### src/logic/ps2_timing_pkg.sv
// tick counts assume one prescaler tick per microsecond of bus time
package ps2_timing_pkg;

  // runtime divide value, clk cycles per one microsecond tick
  typedef logic [15:0] prescale_t;

  // counter types wide enough to hold their terminal tick count
  typedef logic [5:0] inhibit_count_t;
  typedef logic [2:0] settle_count_t;

  // clock inhibit before a transmit, also the receive inactivity watchdog
  localparam inhibit_count_t INHIBIT_TICKS = 6'd60;

  // debounce time after a clock edge that the host may have caused itself
  localparam settle_count_t SETTLE_TICKS = 3'd5;

endpackage

### src/logic/ps2_frame_pkg.sv
// frame layout and link states for a ps2 host; parity is odd and bits travel lsb first
package ps2_frame_pkg;

  // -------------------------------------------------------------------------
  // frame geometry
  // -------------------------------------------------------------------------

  // start bit, eight data bits, odd parity and stop bit
  localparam int FRAME_BITS = 11;

  // bits the host drives itself, the stop bit is left to the pull-up
  localparam int TX_SHIFT_BITS = 10;

  typedef logic [7:0]            ps2_byte_t;
  typedef logic [FRAME_BITS-1:0] ps2_frame_t;
  typedef logic [3:0]            bit_count_t;

  // one bit per bus line, used for pin levels as well as drive-low enables
  typedef struct packed {
    logic clk;
    logic data;
  } ps2_line_t;

  // -------------------------------------------------------------------------
  // link state machine
  // -------------------------------------------------------------------------

  // link_spare is never entered on purpose, it only returns to idle
  typedef enum logic [3:0] {
    link_rx_clk_h, link_rx_clk_l, link_rx_fall_mark, link_rx_rise_mark,
    link_tx_reset_timer, link_tx_force_clk_l, link_tx_first_wait, link_tx_wait_clk_h,
    link_tx_rise_mark, link_tx_clk_h, link_tx_clk_l, link_tx_wait_ack,
    link_tx_done_recovery, link_tx_error_no_ack, link_spare
  } link_state_t;

endpackage
### src/logic/ps2_host_top.sv
// ps2 host top; pads are external and clk_divide_i gives clk cycles per microsecond
module ps2_host_top (
  input  logic                      clk,
  input  logic                      reset,
  input  ps2_frame_pkg::ps2_line_t  ps2_i,
  output ps2_frame_pkg::ps2_line_t  ps2_drive_low_o,
  input  ps2_timing_pkg::prescale_t clk_divide_i,
  output ps2_frame_pkg::ps2_byte_t  scan_code_o,
  output logic                      data_ready_o,
  input  logic                      rx_read_i,
  input  ps2_frame_pkg::ps2_byte_t  tx_byte_i,
  input  logic                      tx_write_i,
  output logic                      tx_write_ack_o,
  output logic                      tx_error_no_ack_o
);
  import ps2_frame_pkg::*;

  ps2_line_t ps2_s;
  ps2_byte_t rx_byte;
  logic      inhibit_en;
  logic      settle_en;
  logic      inhibit_done;
  logic      settle_done;
  logic      shift;
  logic      count_clear;
  logic      tx_bit;
  logic      rx_frame_done;
  logic      tx_bits_done;

  ps2_input_sync input_sync_i (
    .clk     (clk),
    .reset   (reset),
    .ps2_i   (ps2_i),
    .ps2_s_o (ps2_s)
  );

  ps2_bus_timers bus_timers_i (
    .clk            (clk),
    .reset          (reset),
    .clk_divide_i   (clk_divide_i),
    .inhibit_en_i   (inhibit_en),
    .settle_en_i    (settle_en),
    .inhibit_done_o (inhibit_done),
    .settle_done_o  (settle_done)
  );

  // the write acknowledge is also the load strobe for the shift register
  ps2_frame_shifter frame_shifter_i (
    .clk             (clk),
    .reset           (reset),
    .load_i          (tx_write_ack_o),
    .tx_byte_i       (tx_byte_i),
    .shift_i         (shift),
    .data_bit_i      (ps2_s.data),
    .count_clear_i   (count_clear),
    .tx_bit_o        (tx_bit),
    .rx_byte_o       (rx_byte),
    .rx_frame_done_o (rx_frame_done),
    .tx_bits_done_o  (tx_bits_done)
  );

  ps2_link_fsm link_fsm_i (
    .clk               (clk),
    .reset             (reset),
    .ps2_s_i           (ps2_s),
    .tx_write_i        (tx_write_i),
    .inhibit_done_i    (inhibit_done),
    .settle_done_i     (settle_done),
    .tx_bits_done_i    (tx_bits_done),
    .tx_bit_i          (tx_bit),
    .tx_write_ack_o    (tx_write_ack_o),
    .shift_o           (shift),
    .count_clear_o     (count_clear),
    .inhibit_en_o      (inhibit_en),
    .settle_en_o       (settle_en),
    .drive_low_o       (ps2_drive_low_o),
    .tx_error_no_ack_o (tx_error_no_ack_o)
  );

  ps2_rx_holding rx_holding_i (
    .clk             (clk),
    .reset           (reset),
    .rx_frame_done_i (rx_frame_done),
    .rx_byte_i       (rx_byte),
    .rx_read_i       (rx_read_i),
    .scan_code_o     (scan_code_o),
    .data_ready_o    (data_ready_o)
  );

endmodule

### src/logic/ps2_rx_holding.sv
// a frame arriving before the read overwrites the held scan code
module ps2_rx_holding (
  input  logic                     clk,
  input  logic                     reset,
  input  logic                     rx_frame_done_i,
  input  ps2_frame_pkg::ps2_byte_t rx_byte_i,
  input  logic                     rx_read_i,
  output ps2_frame_pkg::ps2_byte_t scan_code_o,
  output logic                     data_ready_o
);

  typedef enum logic {
    hold_waiting,
    hold_ready
  } hold_state_t;

  hold_state_t state;

  always_ff @(posedge clk or posedge reset)
  begin
    if (reset)
      scan_code_o <= '0;
    else if (rx_frame_done_i)
      scan_code_o <= rx_byte_i;
  end

  // a new frame wins over a read in the same cycle so no code is lost
  always_ff @(posedge clk or posedge reset)
  begin
    if (reset)
      state <= hold_waiting;
    else if (rx_frame_done_i)
      state <= hold_ready;
    else if (rx_read_i)
      state <= hold_waiting;
  end

  assign data_ready_o = (state == hold_ready);

endmodule

### src/logic/ps2_link_fsm.sv
// outputs are drive-low enables for an external open-drain pad with pull-up
module ps2_link_fsm (
  input  logic                     clk,
  input  logic                     reset,
  input  ps2_frame_pkg::ps2_line_t ps2_s_i,
  input  logic                     tx_write_i,
  input  logic                     inhibit_done_i,
  input  logic                     settle_done_i,
  input  logic                     tx_bits_done_i,
  input  logic                     tx_bit_i,
  output logic                     tx_write_ack_o,
  output logic                     shift_o,
  output logic                     count_clear_o,
  output logic                     inhibit_en_o,
  output logic                     settle_en_o,
  output ps2_frame_pkg::ps2_line_t drive_low_o,
  output logic                     tx_error_no_ack_o
);
  import ps2_frame_pkg::*;

  link_state_t state;
  link_state_t state_next;
  logic        rx_idle;

  always_ff @(posedge clk or posedge reset)
  begin
    if (reset)
      state <= link_rx_clk_h;
    else
      state <= state_next;
  end

  // a write is only taken while the link follows the device clock
  assign rx_idle = (state == link_rx_clk_h) || (state == link_rx_clk_l);
  assign tx_write_ack_o = tx_write_i && rx_idle;

  // receive samples on the falling edge, transmit advances on the rising edge
  assign shift_o = (state == link_rx_fall_mark) || (state == link_tx_rise_mark);

  // the watchdog drops a partial frame once the clock has idled high long enough
  assign count_clear_o = (state == link_tx_wait_ack)
                      || ((state == link_rx_clk_h) && ps2_s_i.clk && inhibit_done_i);

  // --------------------------------------------------------------------------
  // next state and outputs
  // --------------------------------------------------------------------------

  always_comb
  begin
    state_next        = state;
    inhibit_en_o      = 1'b0;
    settle_en_o       = 1'b0;
    drive_low_o       = '{clk: 1'b0, data: 1'b0};
    tx_error_no_ack_o = 1'b0;
    case (state)
      // receive side, the inhibit timer runs as the inactivity watchdog
      link_rx_clk_h:
      begin
        inhibit_en_o = 1'b1;
        if (tx_write_i)
          state_next = link_tx_reset_timer;
        else if (!ps2_s_i.clk)
          state_next = link_rx_fall_mark;
      end
      link_rx_fall_mark:
        state_next = link_rx_clk_l;
      link_rx_clk_l:
      begin
        inhibit_en_o = 1'b1;
        if (tx_write_i)
          state_next = link_tx_reset_timer;
        else if (ps2_s_i.clk)
          state_next = link_rx_rise_mark;
      end
      link_rx_rise_mark:
        state_next = link_rx_clk_h;
      // one cycle with the enable low restarts the inhibit timer
      link_tx_reset_timer:
        state_next = link_tx_force_clk_l;
      link_tx_force_clk_l:
      begin
        inhibit_en_o    = 1'b1;
        drive_low_o.clk = 1'b1;
        if (inhibit_done_i)
          state_next = link_tx_first_wait;
      end
      // start bit held low until the device starts clocking
      // the settle time hides the lag of our own clock release
      link_tx_first_wait:
      begin
        settle_en_o      = 1'b1;
        drive_low_o.data = 1'b1;
        if (!ps2_s_i.clk && settle_done_i)
          state_next = link_tx_clk_l;
      end
      link_tx_clk_l:
      begin
        drive_low_o.data = !tx_bit_i;
        if (ps2_s_i.clk)
          state_next = link_tx_wait_clk_h;
      end
      link_tx_wait_clk_h:
      begin
        settle_en_o      = 1'b1;
        drive_low_o.data = !tx_bit_i;
        if (ps2_s_i.clk && settle_done_i)
          state_next = link_tx_rise_mark;
      end
      link_tx_rise_mark:
      begin
        drive_low_o.data = !tx_bit_i;
        state_next       = link_tx_clk_h;
      end
      link_tx_clk_h:
      begin
        drive_low_o.data = !tx_bit_i;
        if (tx_bits_done_i)
          state_next = link_tx_wait_ack;
        else if (!ps2_s_i.clk)
          state_next = link_tx_clk_l;
      end
      // data released for the stop bit, the device answers while clock is low
      link_tx_wait_ack:
      begin
        if (!ps2_s_i.clk && ps2_s_i.data)
          state_next = link_tx_error_no_ack;
        else if (!ps2_s_i.clk && !ps2_s_i.data)
          state_next = link_tx_done_recovery;
      end
      link_tx_done_recovery:
      begin
        if (ps2_s_i.clk && ps2_s_i.data)
          state_next = link_rx_clk_h;
      end
      link_tx_error_no_ack:
      begin
        tx_error_no_ack_o = 1'b1;
        if (ps2_s_i.clk && ps2_s_i.data)
          state_next = link_rx_clk_h;
      end
      link_spare:
        state_next = link_rx_clk_h;
      default:
        state_next = link_rx_clk_h;
    endcase
  end

endmodule

### src/logic/ps2_frame_shifter.sv
// one shift register serves both directions; receive parity is not checked
module ps2_frame_shifter (
  input  logic                     clk,
  input  logic                     reset,
  input  logic                     load_i,
  input  ps2_frame_pkg::ps2_byte_t tx_byte_i,
  input  logic                     shift_i,
  input  logic                     data_bit_i,
  input  logic                     count_clear_i,
  output logic                     tx_bit_o,
  output ps2_frame_pkg::ps2_byte_t rx_byte_o,
  output logic                     rx_frame_done_o,
  output logic                     tx_bits_done_o
);
  import ps2_frame_pkg::*;

  ps2_frame_t frame_q;
  bit_count_t bit_count;
  logic       tx_parity;

  // odd parity, set when the byte holds an even number of ones
  assign tx_parity = ~^tx_byte_i;

  // bits move towards bit 0, which is the one on the wire when transmitting
  always_ff @(posedge clk or posedge reset)
  begin
    if (reset)
      frame_q <= '0;
    else if (load_i)
      frame_q <= {1'b1, tx_parity, tx_byte_i, 1'b0};
    else if (shift_i)
      frame_q <= {data_bit_i, frame_q[FRAME_BITS-1:1]};
  end

  // a completed receive frame clears the count the cycle after it is seen
  // a new transmit load also starts the count from zero
  always_ff @(posedge clk or posedge reset)
  begin
    if (reset)
      bit_count <= '0;
    else if (count_clear_i || rx_frame_done_o || load_i)
      bit_count <= '0;
    else if (shift_i)
      bit_count <= bit_count + bit_count_t'(1);
  end

  assign rx_frame_done_o = (bit_count == bit_count_t'(FRAME_BITS));
  assign tx_bits_done_o  = (bit_count == bit_count_t'(TX_SHIFT_BITS));

  // after a full receive frame the data byte sits just above the start bit
  assign tx_bit_o  = frame_q[0];
  assign rx_byte_o = frame_q[8:1];

endmodule

### src/logic/ps2_bus_timers.sv
// clk_divide_i must be at least 1; a done output holds until its enable falls
module ps2_bus_timers (
  input  logic                      clk,
  input  logic                      reset,
  input  ps2_timing_pkg::prescale_t clk_divide_i,
  input  logic                      inhibit_en_i,
  input  logic                      settle_en_i,
  output logic                      inhibit_done_o,
  output logic                      settle_done_o
);
  import ps2_timing_pkg::*;

  prescale_t      prescale_count;
  logic           timer_active;
  logic           tick;
  inhibit_count_t inhibit_count;
  settle_count_t  settle_count;

  // --------------------------------------------------------------------------
  // prescaler
  // --------------------------------------------------------------------------

  // the prescaler restarts whenever no timer is running, so the first tick
  // comes one full period after an enable rises
  assign timer_active = inhibit_en_i | settle_en_i;
  assign tick = timer_active && (prescale_count == clk_divide_i - prescale_t'(1));

  always_ff @(posedge clk or posedge reset)
  begin
    if (reset)
      prescale_count <= '0;
    else if (!timer_active || tick)
      prescale_count <= '0;
    else
      prescale_count <= prescale_count + prescale_t'(1);
  end

  // --------------------------------------------------------------------------
  // tick counters, both saturate at their terminal count
  // --------------------------------------------------------------------------

  // the inhibit counter doubles as the receive watchdog while the bus idles
  always_ff @(posedge clk or posedge reset)
  begin
    if (reset)
      inhibit_count <= '0;
    else if (!inhibit_en_i)
      inhibit_count <= '0;
    else if (tick && !inhibit_done_o)
      inhibit_count <= inhibit_count + inhibit_count_t'(1);
  end

  always_ff @(posedge clk or posedge reset)
  begin
    if (reset)
      settle_count <= '0;
    else if (!settle_en_i)
      settle_count <= '0;
    else if (tick && !settle_done_o)
      settle_count <= settle_count + settle_count_t'(1);
  end

  assign inhibit_done_o = (inhibit_count == INHIBIT_TICKS);
  assign settle_done_o  = (settle_count == SETTLE_TICKS);

endmodule

### src/logic/ps2_input_sync.sv
// both lines reset to the idle high level and reach the core two clk cycles late
module ps2_input_sync (
  input  logic                     clk,
  input  logic                     reset,
  input  ps2_frame_pkg::ps2_line_t ps2_i,
  output ps2_frame_pkg::ps2_line_t ps2_s_o
);
  import ps2_frame_pkg::*;

  // first stage may go metastable, only the second stage is used
  ps2_line_t ps2_meta;

  always_ff @(posedge clk or posedge reset)
  begin
    if (reset)
    begin
      ps2_meta <= '{clk: 1'b1, data: 1'b1};
      ps2_s_o  <= '{clk: 1'b1, data: 1'b1};
    end
    else
    begin
      ps2_meta <= ps2_i;
      ps2_s_o  <= ps2_meta;
    end
  end

endmodule

### config.mk
export PLATFORM = sky130hd
export DESIGN_NAME = ps2_host_top
export DESIGN_NICKNAME = d
export VERILOG_FILES = /design/src/logic/ps2_timing_pkg.sv /design/src/logic/ps2_frame_pkg.sv /design/src/logic/ps2_host_top.sv /design/src/logic/ps2_rx_holding.sv /design/src/logic/ps2_link_fsm.sv /design/src/logic/ps2_frame_shifter.sv /design/src/logic/ps2_bus_timers.sv /design/src/logic/ps2_input_sync.sv
export SDC_FILE = /design/constraint.sdc
export NUM_CORES = 1
export LEC_CHECK = 0
export BUFFER_PORTS_ARGS = -buffer_cell sky130_fd_sc_hd__buf_2
export CORE_MARGIN = 8
export CORE_UTILIZATION = 40
export DETAILED_ROUTE_END_ITERATION = 16
export GPL_ROUTABILITY_DRIVEN = 0
export SLEW_MARGIN = 5
export SYNTH_ARGS = -nofsm -noshare
export SYNTH_HDL_FRONTEND = slang
export SYNTH_HIERARCHICAL = 1
export SYNTH_SLANG_ARGS = --single-unit
### constraint.sdc
create_clock -name clk -period 2.4 [get_ports clk]
set_input_delay 0.36 -clock clk [delete_from_list [all_inputs] [get_ports clk]]
set_output_delay 0.36 -clock clk [all_outputs]
set_load 0.005 [all_outputs]
==> impl_metrics.csv, run 1 <==
group,metric,value,unit
layout,design_area,4560,sq um
cts,clk_latency,0.35,ns
cts,cts_max_level,3,
setup_path,startpoint_type,"input pin",
power,p_per_area,897,nW/um^2
setup_path,rr_endpoint,"bus_timers_i/inhibit_count[4]",
min_path,hold_path_class,"in -> reg",
synth,synth_edf_count,0,
run,cap_violations,0,
layout,final_layout_size_suffix_gt1_share,28.0,%
grt,grt_pass1_wl,14600,um
power,vdd_ir_drop_max,0.630,mV
status,status,"finished, violations left",
status,violations,"negative setup slack",
cts,cts_max_path_buffers,2,
synth,synth.most_common_cell,"dfrtp_1",
setup_path,crit_chain,"buf_8, inv_12, ha_4, or4b_4, or4_4, xnor2_1, or3_4, or4_4, or3_1, a21oi_2",
setup_path,cp.arrival,3.09,ns
synth,ys_seq_area_share,38.8,%
floorplan,die_w,112,um
setup_path,r2r_cells,7,
sta,finalMaxSlewViolations,0,
detailed_routing,dr.pass1.iters,4,
power,finalPower,0.00409,W
cts,path_clk_slew,0.07,ns
sta,fmax,0.356,GHz
min_path,min_from,"ps2_i[0]",
sta,min_period,2.81,ns
cts,cts_tree,"done",
synth,yosysTopAreaCellShare,36.0,%
placement,io_buffers,42,
grt,grt.overflow.total,0,
min_path,hold_path_end,"input_sync_i/ps2_meta[0]",
grt,grt_usage,14.1,%
setup_path,slowest_delay,0.50,ns
setup_path,worstSetupPathType,"in -> reg",
layout,diodes,0,
floorplan,ios,43,
placement,placed_area,4220,sq um
sta,worst_slack,-0.408,ns
floorplan,die_h,112,um
layout,layout.cells.non_filler,583,
setup_path,cp.required,2.68,ns
cts,cts_buffers,9,
synth,syn_area_per_cell,9.29,sq um
power,p_leak,2.10,nW
detailed_routing,routedWlPerCell,14.4,um
floorplan,design.die.area,12500,sq um
placement,dp_cells,563,
cts,cts_sinks,57,
placement,dp_hpwl,6310,um
setup_path,end_kind,"flip-flop",
sta,tightest_slew,0.601,ns
grt,grt_pass1_vias,3150,
grt,antenna_found_initial,0,
setup_path,r2r_start,"bus_timers_i/prescale_count[4]",
sta,post-route-period-util,117,%
detailed_routing,drt-initial-drc-count,122,
setup_path,cpMaxStageDelayCell,"or4_4",
synth,syn_inst,397,
cts,cts-root-buf,"clkbuf_8",
synth,synth_commonest_cells,"53 x dfrtp_1, 36 x nor2_1, 28 x nand2_1",
synth,syn-cell-area,3690,sq um
setup_path,crit_top_cell,"or4_4",
synth,ys_warn_count,6,
grt,grt_max_degree,26,
floorplan,start_util,40.5,%
setup_path,cp_max_fo,5,
synth,syn_nets,435,
setup_path,crit_path_start,"clk_divide_i[0]",
synth,synthFlopType,"dfrtp_1",
floorplan,rows,35,
sta,finalSetupViolCount,25,
layout,nNetsFinal,505,
synth,yosysUniqueCellTypes,54,
min_path,whs_path_depth,1,
sta,hold_viol,0,
sta,rsz0062_at_grt,"yes",
synth,async_flop_share,100,%
synth,synth-seq-cells,57,
detailed_routing,ant_nets,0,
layout,syn2layout_area_growth,23.5,%
detailed_routing,route.detailed.drc,0,
detailed_routing,vias,3033,
synth,synth.area.top_cells,"dfrtp_1 36%, xor2_1 5.5%, xnor2_1 5.2%",
detailed_routing,wl,8410,um
floorplan,fp.coreArea,9110,sq um
sta,skew,0.00907,ns
setup_path,reg2reg_slack,-0.01,ns
sta,slew_headroom,60.0,%
layout,fin_util,50.0,%
synth,synth_top_cell_by_area,"dfrtp_1",
detailed_routing,via_per_inst,5.20,
[routing by layer]
metal / routed length, um / share of wire (%) / vias to the layer above / global-route usage [%]
met1: 3960 / 47 / 1443 / 17.8
met2: 3860 / 46 / 57 / 21.9
met5: 0 / 0 / - / 0
met4: 179 / 2.1 / 0 / 5.31
li1: - / - / 1517 / -
met3: 408 / 4.9 / 16 / 4.72
[how the worst max path moves through the flow]
| stage | endpoint | slack, ns | cells after the start |
|---|---|---|---|
| finish | bus_timers_i/inhibit_count[4] | -0.41 | 10 |
| global route | bus_timers_i/inhibit_count[4] | -0.48 | 10 |
| CTS | bus_timers_i/inhibit_count[4] | -0.40 | 10 |
| detailed placement | bus_timers_i/inhibit_count[5] | -0.80 | 10 |
| global placement | bus_timers_i/inhibit_count[5] | -0.76 | 10 |
| floorplan | bus_timers_i/inhibit_count[4] | -0.55 | 9 |
[sequential cells by signal, summed over array words and instances (netlist names)]
| signal | flops |
|---|---|
| bus_timers_i/inhibit_count | 6 |
| link_fsm_i/state | 4 |
| bus_timers_i/settle_count | 3 |
| rx_holding_i/scan_code_o | 8 |
| frame_shifter_i/bit_count | 4 |
| rx_holding_i/data_ready_o | 1 |
| input_sync_i/ps2_s_o | 2 |
| frame_shifter_i/frame_q | 11 |
| bus_timers_i/prescale_count | 16 |
| input_sync_i/ps2_meta | 2 |
[cell usage in the layout (no fill, tap or decap), drive strengths merged, types with 5 or more instances in the layout]
master and instances:
dfrtp 53, ha 8, nand3 20, and3 9, nor2b 10, nand2 28
xor2 23, inv 26, nor3 9, buf 79, nand4 10, nand2b 7
nor2 36, xnor2 22, mux2 9, nand3b 5, clkbuf 10, a21oi 11
mux2i 17, or3 7, o21ai 22
[through the flow]
stage | hold slack (ns) | worst slack, ns | TNS (ns)
after floorplan | 0.126 | -0.546 | -11.79
after global placement | 0.313 | -0.765 | -16.86
after detailed placement | 0.311 | -0.803 | -17.29
after CTS | 0.0898 | -0.396 | -6.78
after global routing | 0.0909 | -0.477 | -9.62
final | 0.104 | -0.408 | -7.59
[report_power, final]
group | internal (W) | switching [W] | total, W
combinational | 0.000788 | 0.000848 | 0.00164
sequential | 0.00116 | 0.000163 | 0.00132
clock | 0.000701 | 0.000430 | 0.00113
[cells by family after synthesis]
| family | share of synthesized area, % |
|---|---|
| flops | 38.8 |
| compound gates | 8.55 |
| simple gates | 24.7 |
| fa+ha+maj | 2.71 |
| buf+inv | 6.21 |
| mux | 8.28 |
| xor+xnor | 10.7 |
[critical path: cells and delay by family]
| kind | cells | cell delay (ns) |
|---|---|---|
| fa+ha+maj | 1 | 0.12 |
| simple gates | 5 | 2.17 |
| xor+xnor | 1 | 0.14 |
| buf+inv | 2 | 0.15 |
| compound gates | 1 | 0.14 |
[what timing repair did]
item	in CTS	in global routing
hold endpoints to repair	4	0
pin swaps	1	1
gates cloned	0	1
buffers inserted	2	0
hold buffers	1	0
endpoints found under the setup margin	25	25
resized for setup	7	3
[cell type report]
type / count / area [sq um]
multi-input combinational: 295 / 2080
clock buffer: 9 / 124
timing repair buffer: 81 / 552
tap: 111 / 139
clock inverter: 7 / 125
sequential: 57 / 1430
inverter: 23 / 104
fill: 874 / 4550
No activity file was read; power rests on OpenSTA's default activity.
==> run 2: changes to the inputs <==
==> constraint.sdc (replaced) <==
create_clock -name clk -period 2.4 [get_ports clk]
set_input_delay 0.12 -clock clk [delete_from_list [all_inputs] [get_ports clk]]
set_output_delay 0.12 -clock clk [all_outputs]
set_load 0.005 [all_outputs]
==> impl_metrics.csv, run 2 (same netlist as run 1, synthesis figures left out) <==
group,metric,value,unit
cts,cts_max_level,3,
min_path,hold_path_end,"frame_shifter_i/frame_q[1]",
min_path,min_from,"tx_byte_i[0]",
sta,fmax,0.390,GHz
min_path,hold_path_class,"in -> reg",
detailed_routing,dr.pass1.iters,4,
setup_path,cp.required,2.67,ns
floorplan,fp.coreArea,9110,sq um
floorplan,ios,43,
detailed_routing,vias,3011,
placement,placed_area,4210,sq um
setup_path,crit_chain,"buf_12, inv_12, ha_4, or4b_4, or4_4, xnor2_2, or3_4, or4_4, or3_1, a21oi_1",
grt,grt.overflow.total,0,
cts,cts_tree,"done",
layout,regMostFlops,"bus_timers_i/prescale_count",
power,vdd_ir_drop_max,0.662,mV
sta,rsz0062_at_grt,"yes",
setup_path,crit_family,"simple AND/OR/NAND/NOR gates",
layout,fin_util,50.4,%
grt,grt_pass1_vias,3128,
detailed_routing,routedWlPerCell,14.1,um
grt,grt_pass1_wl,14200,um
cts,cts_sinks,57,
sta,worst_slack,-0.163,ns
setup_path,cp_max_fo,5,
status,violations,"negative setup slack",
cts,clk_latency,0.34,ns
layout,largest_reg_flops,16,
setup_path,rr_endpoint,"bus_timers_i/inhibit_count[5]",
setup_path,worstSetupPathType,"in -> reg",
power,p_per_area,876,nW/um^2
layout,nNetsFinal,509,
layout,diodes,0,
floorplan,start_util,40.5,%
setup_path,r2r_cells,7,
setup_path,cp.arrival,2.83,ns
setup_path,startpoint_type,"input pin",
layout,syn2layout_area_growth,24.4,%
cts,cts-root-buf,"clkbuf_8",
sta,min_period,2.56,ns
sta,hold_viol,0,
floorplan,die_h,112,um
setup_path,reg2reg_slack,0.04,ns
cts,cts_max_path_buffers,2,
grt,grt_max_degree,26,
sta,post-route-period-util,107,%
placement,io_buffers,42,
status,status,"finished, violations left",
sta,slew_headroom,34.6,%
detailed_routing,via_per_inst,5.13,
sta,finalMaxSlewViolations,0,
grt,antenna_found_initial,0,
cts,cts_buffers,9,
setup_path,end_kind,"flip-flop",
run,cap_violations,0,
setup_path,cpMaxStageDelayCell,"or4_4",
sta,finalSetupViolCount,23,
setup_path,crit_top_cell,"or4_4",
setup_path,r2r_start,"bus_timers_i/prescale_count[4]",
placement,dp_hpwl,6270,um
layout,design_area,4590,sq um
setup_path,crit_buf_inv,2,
layout,final_layout_size_suffix_gt1_share,27.7,%
grt,grt_usage,13.7,%
floorplan,design.die.area,12500,sq um
min_path,whs_path_depth,3,
power,p_leak,2.12,nW
layout,final_cell_mix,"53 x dfrtp_1, 40 x buf_2, 37 x buf_4",
floorplan,rows,35,
detailed_routing,ant_nets,0,
sta,tightest_slew,0.980,ns
setup_path,slowest_delay,0.51,ns
detailed_routing,drt-initial-drc-count,116,
floorplan,die_w,112,um
detailed_routing,wl,8280,um
sta,skew,0.00869,ns
detailed_routing,route.detailed.drc,0,
layout,largestRegisters,"bus_timers_i/prescale_count: 16 flops, frame_shifter_i/frame_q: 11 flops, rx_holding_i/scan_code_o: 8 flops",
cts,path_clk_slew,0.08,ns
layout,layout_commonest_cell,"dfrtp_1",
run 2: final cells by class:
class,count,area [sq um]
fillers,850,4520
multi-input cells,295,2080
flip-flops and latches,57,1430
repair buffers,85,579
well taps,111,139
clock inverters,7,125
clock buffers,9,124
inverters,23,104
run 2: where the power goes:
| group | switching (W) | internal, W |
|---|---|---|
| combinational | 0.000820 | 0.000745 |
| clock | 0.000436 | 0.000700 |
| sequential | 0.000161 | 0.00116 |
| total | 0.00142 | 0.00260 |
run 2: worst register-to-register path: stages, from the launching register on:
cell       delay [ns]
dfrtp_1          0.41
xor2_1           0.20
or3_1            0.35
nand3_1          0.12
o2111ai_1        0.15
or4_4            0.55
or3_1            0.39
a21oi_1          0.14
run 2: stage by stage:
stage	hold WS (ns)	worst slack, ns	power [W]	setup TNS, ns	cells
after floorplan	-0.114	-0.306	0.00252	-5.79	397
after global placement	0.0772	-0.522	0.00286	-10.93	562
after detailed placement	0.0789	-0.537	0.00289	-11.12	562
after CTS	0.000223	-0.120	0.00405	-0.604	585
after global routing	0.0105	-0.214	0.00430	-2.56	587
final	0.0190	-0.163	0.00402	-1.34	587
run 2: worst max path at each step:
stage | startpoint | to | cells past startpoint
finish | clk_divide_i[0] | bus_timers_i/inhibit_count[5] | 10
global route | clk_divide_i[0] | bus_timers_i/inhibit_count[5] | 10
CTS | clk_divide_i[0] | bus_timers_i/inhibit_count[4] | 10
detailed placement | clk_divide_i[0] | bus_timers_i/inhibit_count[5] | 10
global placement | clk_divide_i[0] | bus_timers_i/inhibit_count[4] | 10
floorplan | clk_divide_i[0] | bus_timers_i/inhibit_count[4] | 9
run 2: layer usage:
metal,GRT usage (%),up-vias,share of wire [%]
met5,0,-,0
met4,6.29,0,1.9
met3,3.49,14,4.7
met2,22.2,55,45
met1,16.8,1422,49
li1,-,1520,-
run 2: repair_timing:
item | CTS | global route
gates resized for setup | 8 | 3
hold endpoints to repair | 36 | 0
pin swaps | 3 | 1
buffers inserted | 2 | 2
hold buffers | 5 | 0
endpoints found under the setup margin | 22 | 24
==> run 3: changes to the inputs <==
--- a/config.mk
+++ b/config.mk
@@ -7,9 +7,10 @@
 export LEC_CHECK = 0
 export BUFFER_PORTS_ARGS = -buffer_cell sky130_fd_sc_hd__buf_2
 export CORE_MARGIN = 8
-export CORE_UTILIZATION = 40
+export CORE_UTILIZATION = 53
 export DETAILED_ROUTE_END_ITERATION = 16
 export GPL_ROUTABILITY_DRIVEN = 0
+export PLACE_DENSITY = 0.76
 export SLEW_MARGIN = 5
 export SYNTH_ARGS = -nofsm -noshare
 export SYNTH_HDL_FRONTEND = slang
==> impl_metrics.csv, run 3 (same netlist as run 1, synthesis figures left out) <==
group,metric,value,unit
setup_path,cp.required,2.66,ns
cts,cts_buffers,9,
detailed_routing,drt-initial-drc-count,93,
setup_path,startpoint_type,"input pin",
floorplan,ios,43,
setup_path,reg2reg_slack,-0.10,ns
sta,slew_headroom,37.2,%
layout,largestRegisters,"bus_timers_i/prescale_count: 16 flops, frame_shifter_i/frame_q: 11 flops, rx_holding_i/scan_code_o: 8 flops",
sta,fin_setup_tns,-2.12,ns
floorplan,die_w,99.4,um
power,p_per_area,849,nW/um^2
cts,cts_tree,"done",
sta,tightest_slew,0.941,ns
power,vdd_ir_drop_max,0.633,mV
grt,grt_usage,17.3,%
grt,grt_pass1_wl,14200,um
grt,grt_max_degree,26,
sta,finalMaxSlewViolations,0,
grt,grt_pass1_vias,3193,
layout,largest_reg_flops,16,
detailed_routing,dr.pass1.iters,4,
detailed_routing,ant_nets,0,
detailed_routing,wl,8270,um
layout,final_cell_mix,"53 x dfrtp_1, 40 x buf_2, 35 x buf_4",
placement,io_buffers,42,
sta,finalSetupViolCount,22,
run,cap_violations,0,
detailed_routing,route.detailed.drc,0,
cts,path_clk_slew,0.07,ns
placement,dp_hpwl,6190,um
min_path,hold_path_class,"in -> reg",
cts,cts-root-buf,"clkbuf_8",
cts,cts_max_level,3,
layout,nNetsFinal,506,
detailed_routing,vias,3079,
layout,layout_commonest_cell,"dfrtp_1",
cts,cts_sinks,57,
layout,syn2layout_area_growth,22.1,%
sta,rsz0062_at_grt,"yes",
floorplan,design.die.area,9880,sq um
layout,diodes,0,
power,finalPower,0.00382,W
cts,cts_max_path_buffers,2,
setup_path,cp_max_fo,5,
sta,hold_viol,0,
sta,min_period,2.61,ns
cts,clk_latency,0.33,ns
setup_path,end_kind,"flip-flop",
grt,grt.overflow.total,0,
status,violations,"negative setup slack",
detailed_routing,via_per_inst,5.57,
sta,skew,0.00950,ns
layout,regMostFlops,"bus_timers_i/prescale_count",
floorplan,fp.coreArea,6760,sq um
floorplan,start_util,54.6,%
sta,fmax,0.383,GHz
floorplan,die_h,99.4,um
floorplan,rows,30,
setup_path,cp.arrival,2.87,ns
grt,antenna_found_initial,0,
power,p_leak,2.07,nW
sta,post-route-period-util,109,%
detailed_routing,routedWlPerCell,14.9,um
setup_path,worstSetupPathType,"in -> reg",
sta,worst_slack,-0.212,ns
status,status,"finished, violations left",
layout,final_layout_size_suffix_gt1_share,29.2,%
==> run 3: cell types whose count changed in the layout (fill, tap and decap cells not counted), sizes merged <==
cell         delta
clkinvlp        +3
bufinv          -2
dlygate4sd3     -2
inv             -2
buf             -1
clkinv          +1
==> run 3: layout make-up <==
class	count	area, sq um
clock buffer	9	124
clock inverter	7	71.3
fill	561	2250
inverter	23	104
multi-input combinational	295	2120
sequential	57	1430
tap	80	100
timing repair buffer	82	556
==> run 3: stage by stage <==
step	utilization (%)	instances	setup slack, ns	hold slack (ns)	cell area (sq um)
6_report	66.6	553	-0.212	0.0131	4500
4_1_cts	65.8	551	-0.199	0.00959	4450
3_5_place_dp	61.7	531	-0.625	0.0861	4170
3_3_place_gp	61.7	531	-0.518	0.0706	4170
5_1_grt	66.6	553	-0.275	0.0183	4500
2_1_floorplan	-	397	-0.306	-0.114	3730
==> run 3: path summary, 6_finish.rpt <==
kind / from / to / cells after the start
min: tx_byte_i[0] / frame_shifter_i/frame_q[1] / 3
min reg2reg: input_sync_i/ps2_meta[1] / input_sync_i/ps2_s_o[1] / 0
max: clk_divide_i[0] / bus_timers_i/inhibit_count[5] / 10
max reg2reg: bus_timers_i/prescale_count[14] / bus_timers_i/inhibit_count[5] / 7
max in group asynchronous: reset / bus_timers_i/prescale_count[2] / 3
min in group asynchronous: reset / link_fsm_i/state[2] / 3
==> run 3: repair_timing <==
item	in CTS	in global routing
gates resized for setup	12	8
buffers inserted	1	2
endpoints found under the setup margin	22	25
pin swaps	4	2
endpoints found under the hold margin	34	0
hold buffers	3	0
==> run 3: power breakdown <==
| group | internal, W | leakage [nW] | switching, W |
|---|---|---|---|
| Clock | 0.000476 | 0.0912 | 0.000407 |
| Sequential | 0.00116 | 0.750 | 0.000143 |
| Combinational | 0.000773 | 1.23 | 0.000864 |
==> run 3: per-layer routing <==
metal	global-route usage (%)	vias to the layer above	routed length (um)
met2	29.6	67	4180
met5	0	-	0
met1	20.5	1489	3650
met4	7.68	0	108
met3	3.21	8	335
li1	-	1515	-
==> run 3: worst max-delay path: stages <==
cell,delay (ns)
buf_12,0.11
inv_12,0.04
ha_4,0.12
or4b_4,0.46
or4_4,0.51
xnor2_2,0.15
or3_4,0.33
or4_4,0.48
or3_1,0.38
a21oi_1,0.16
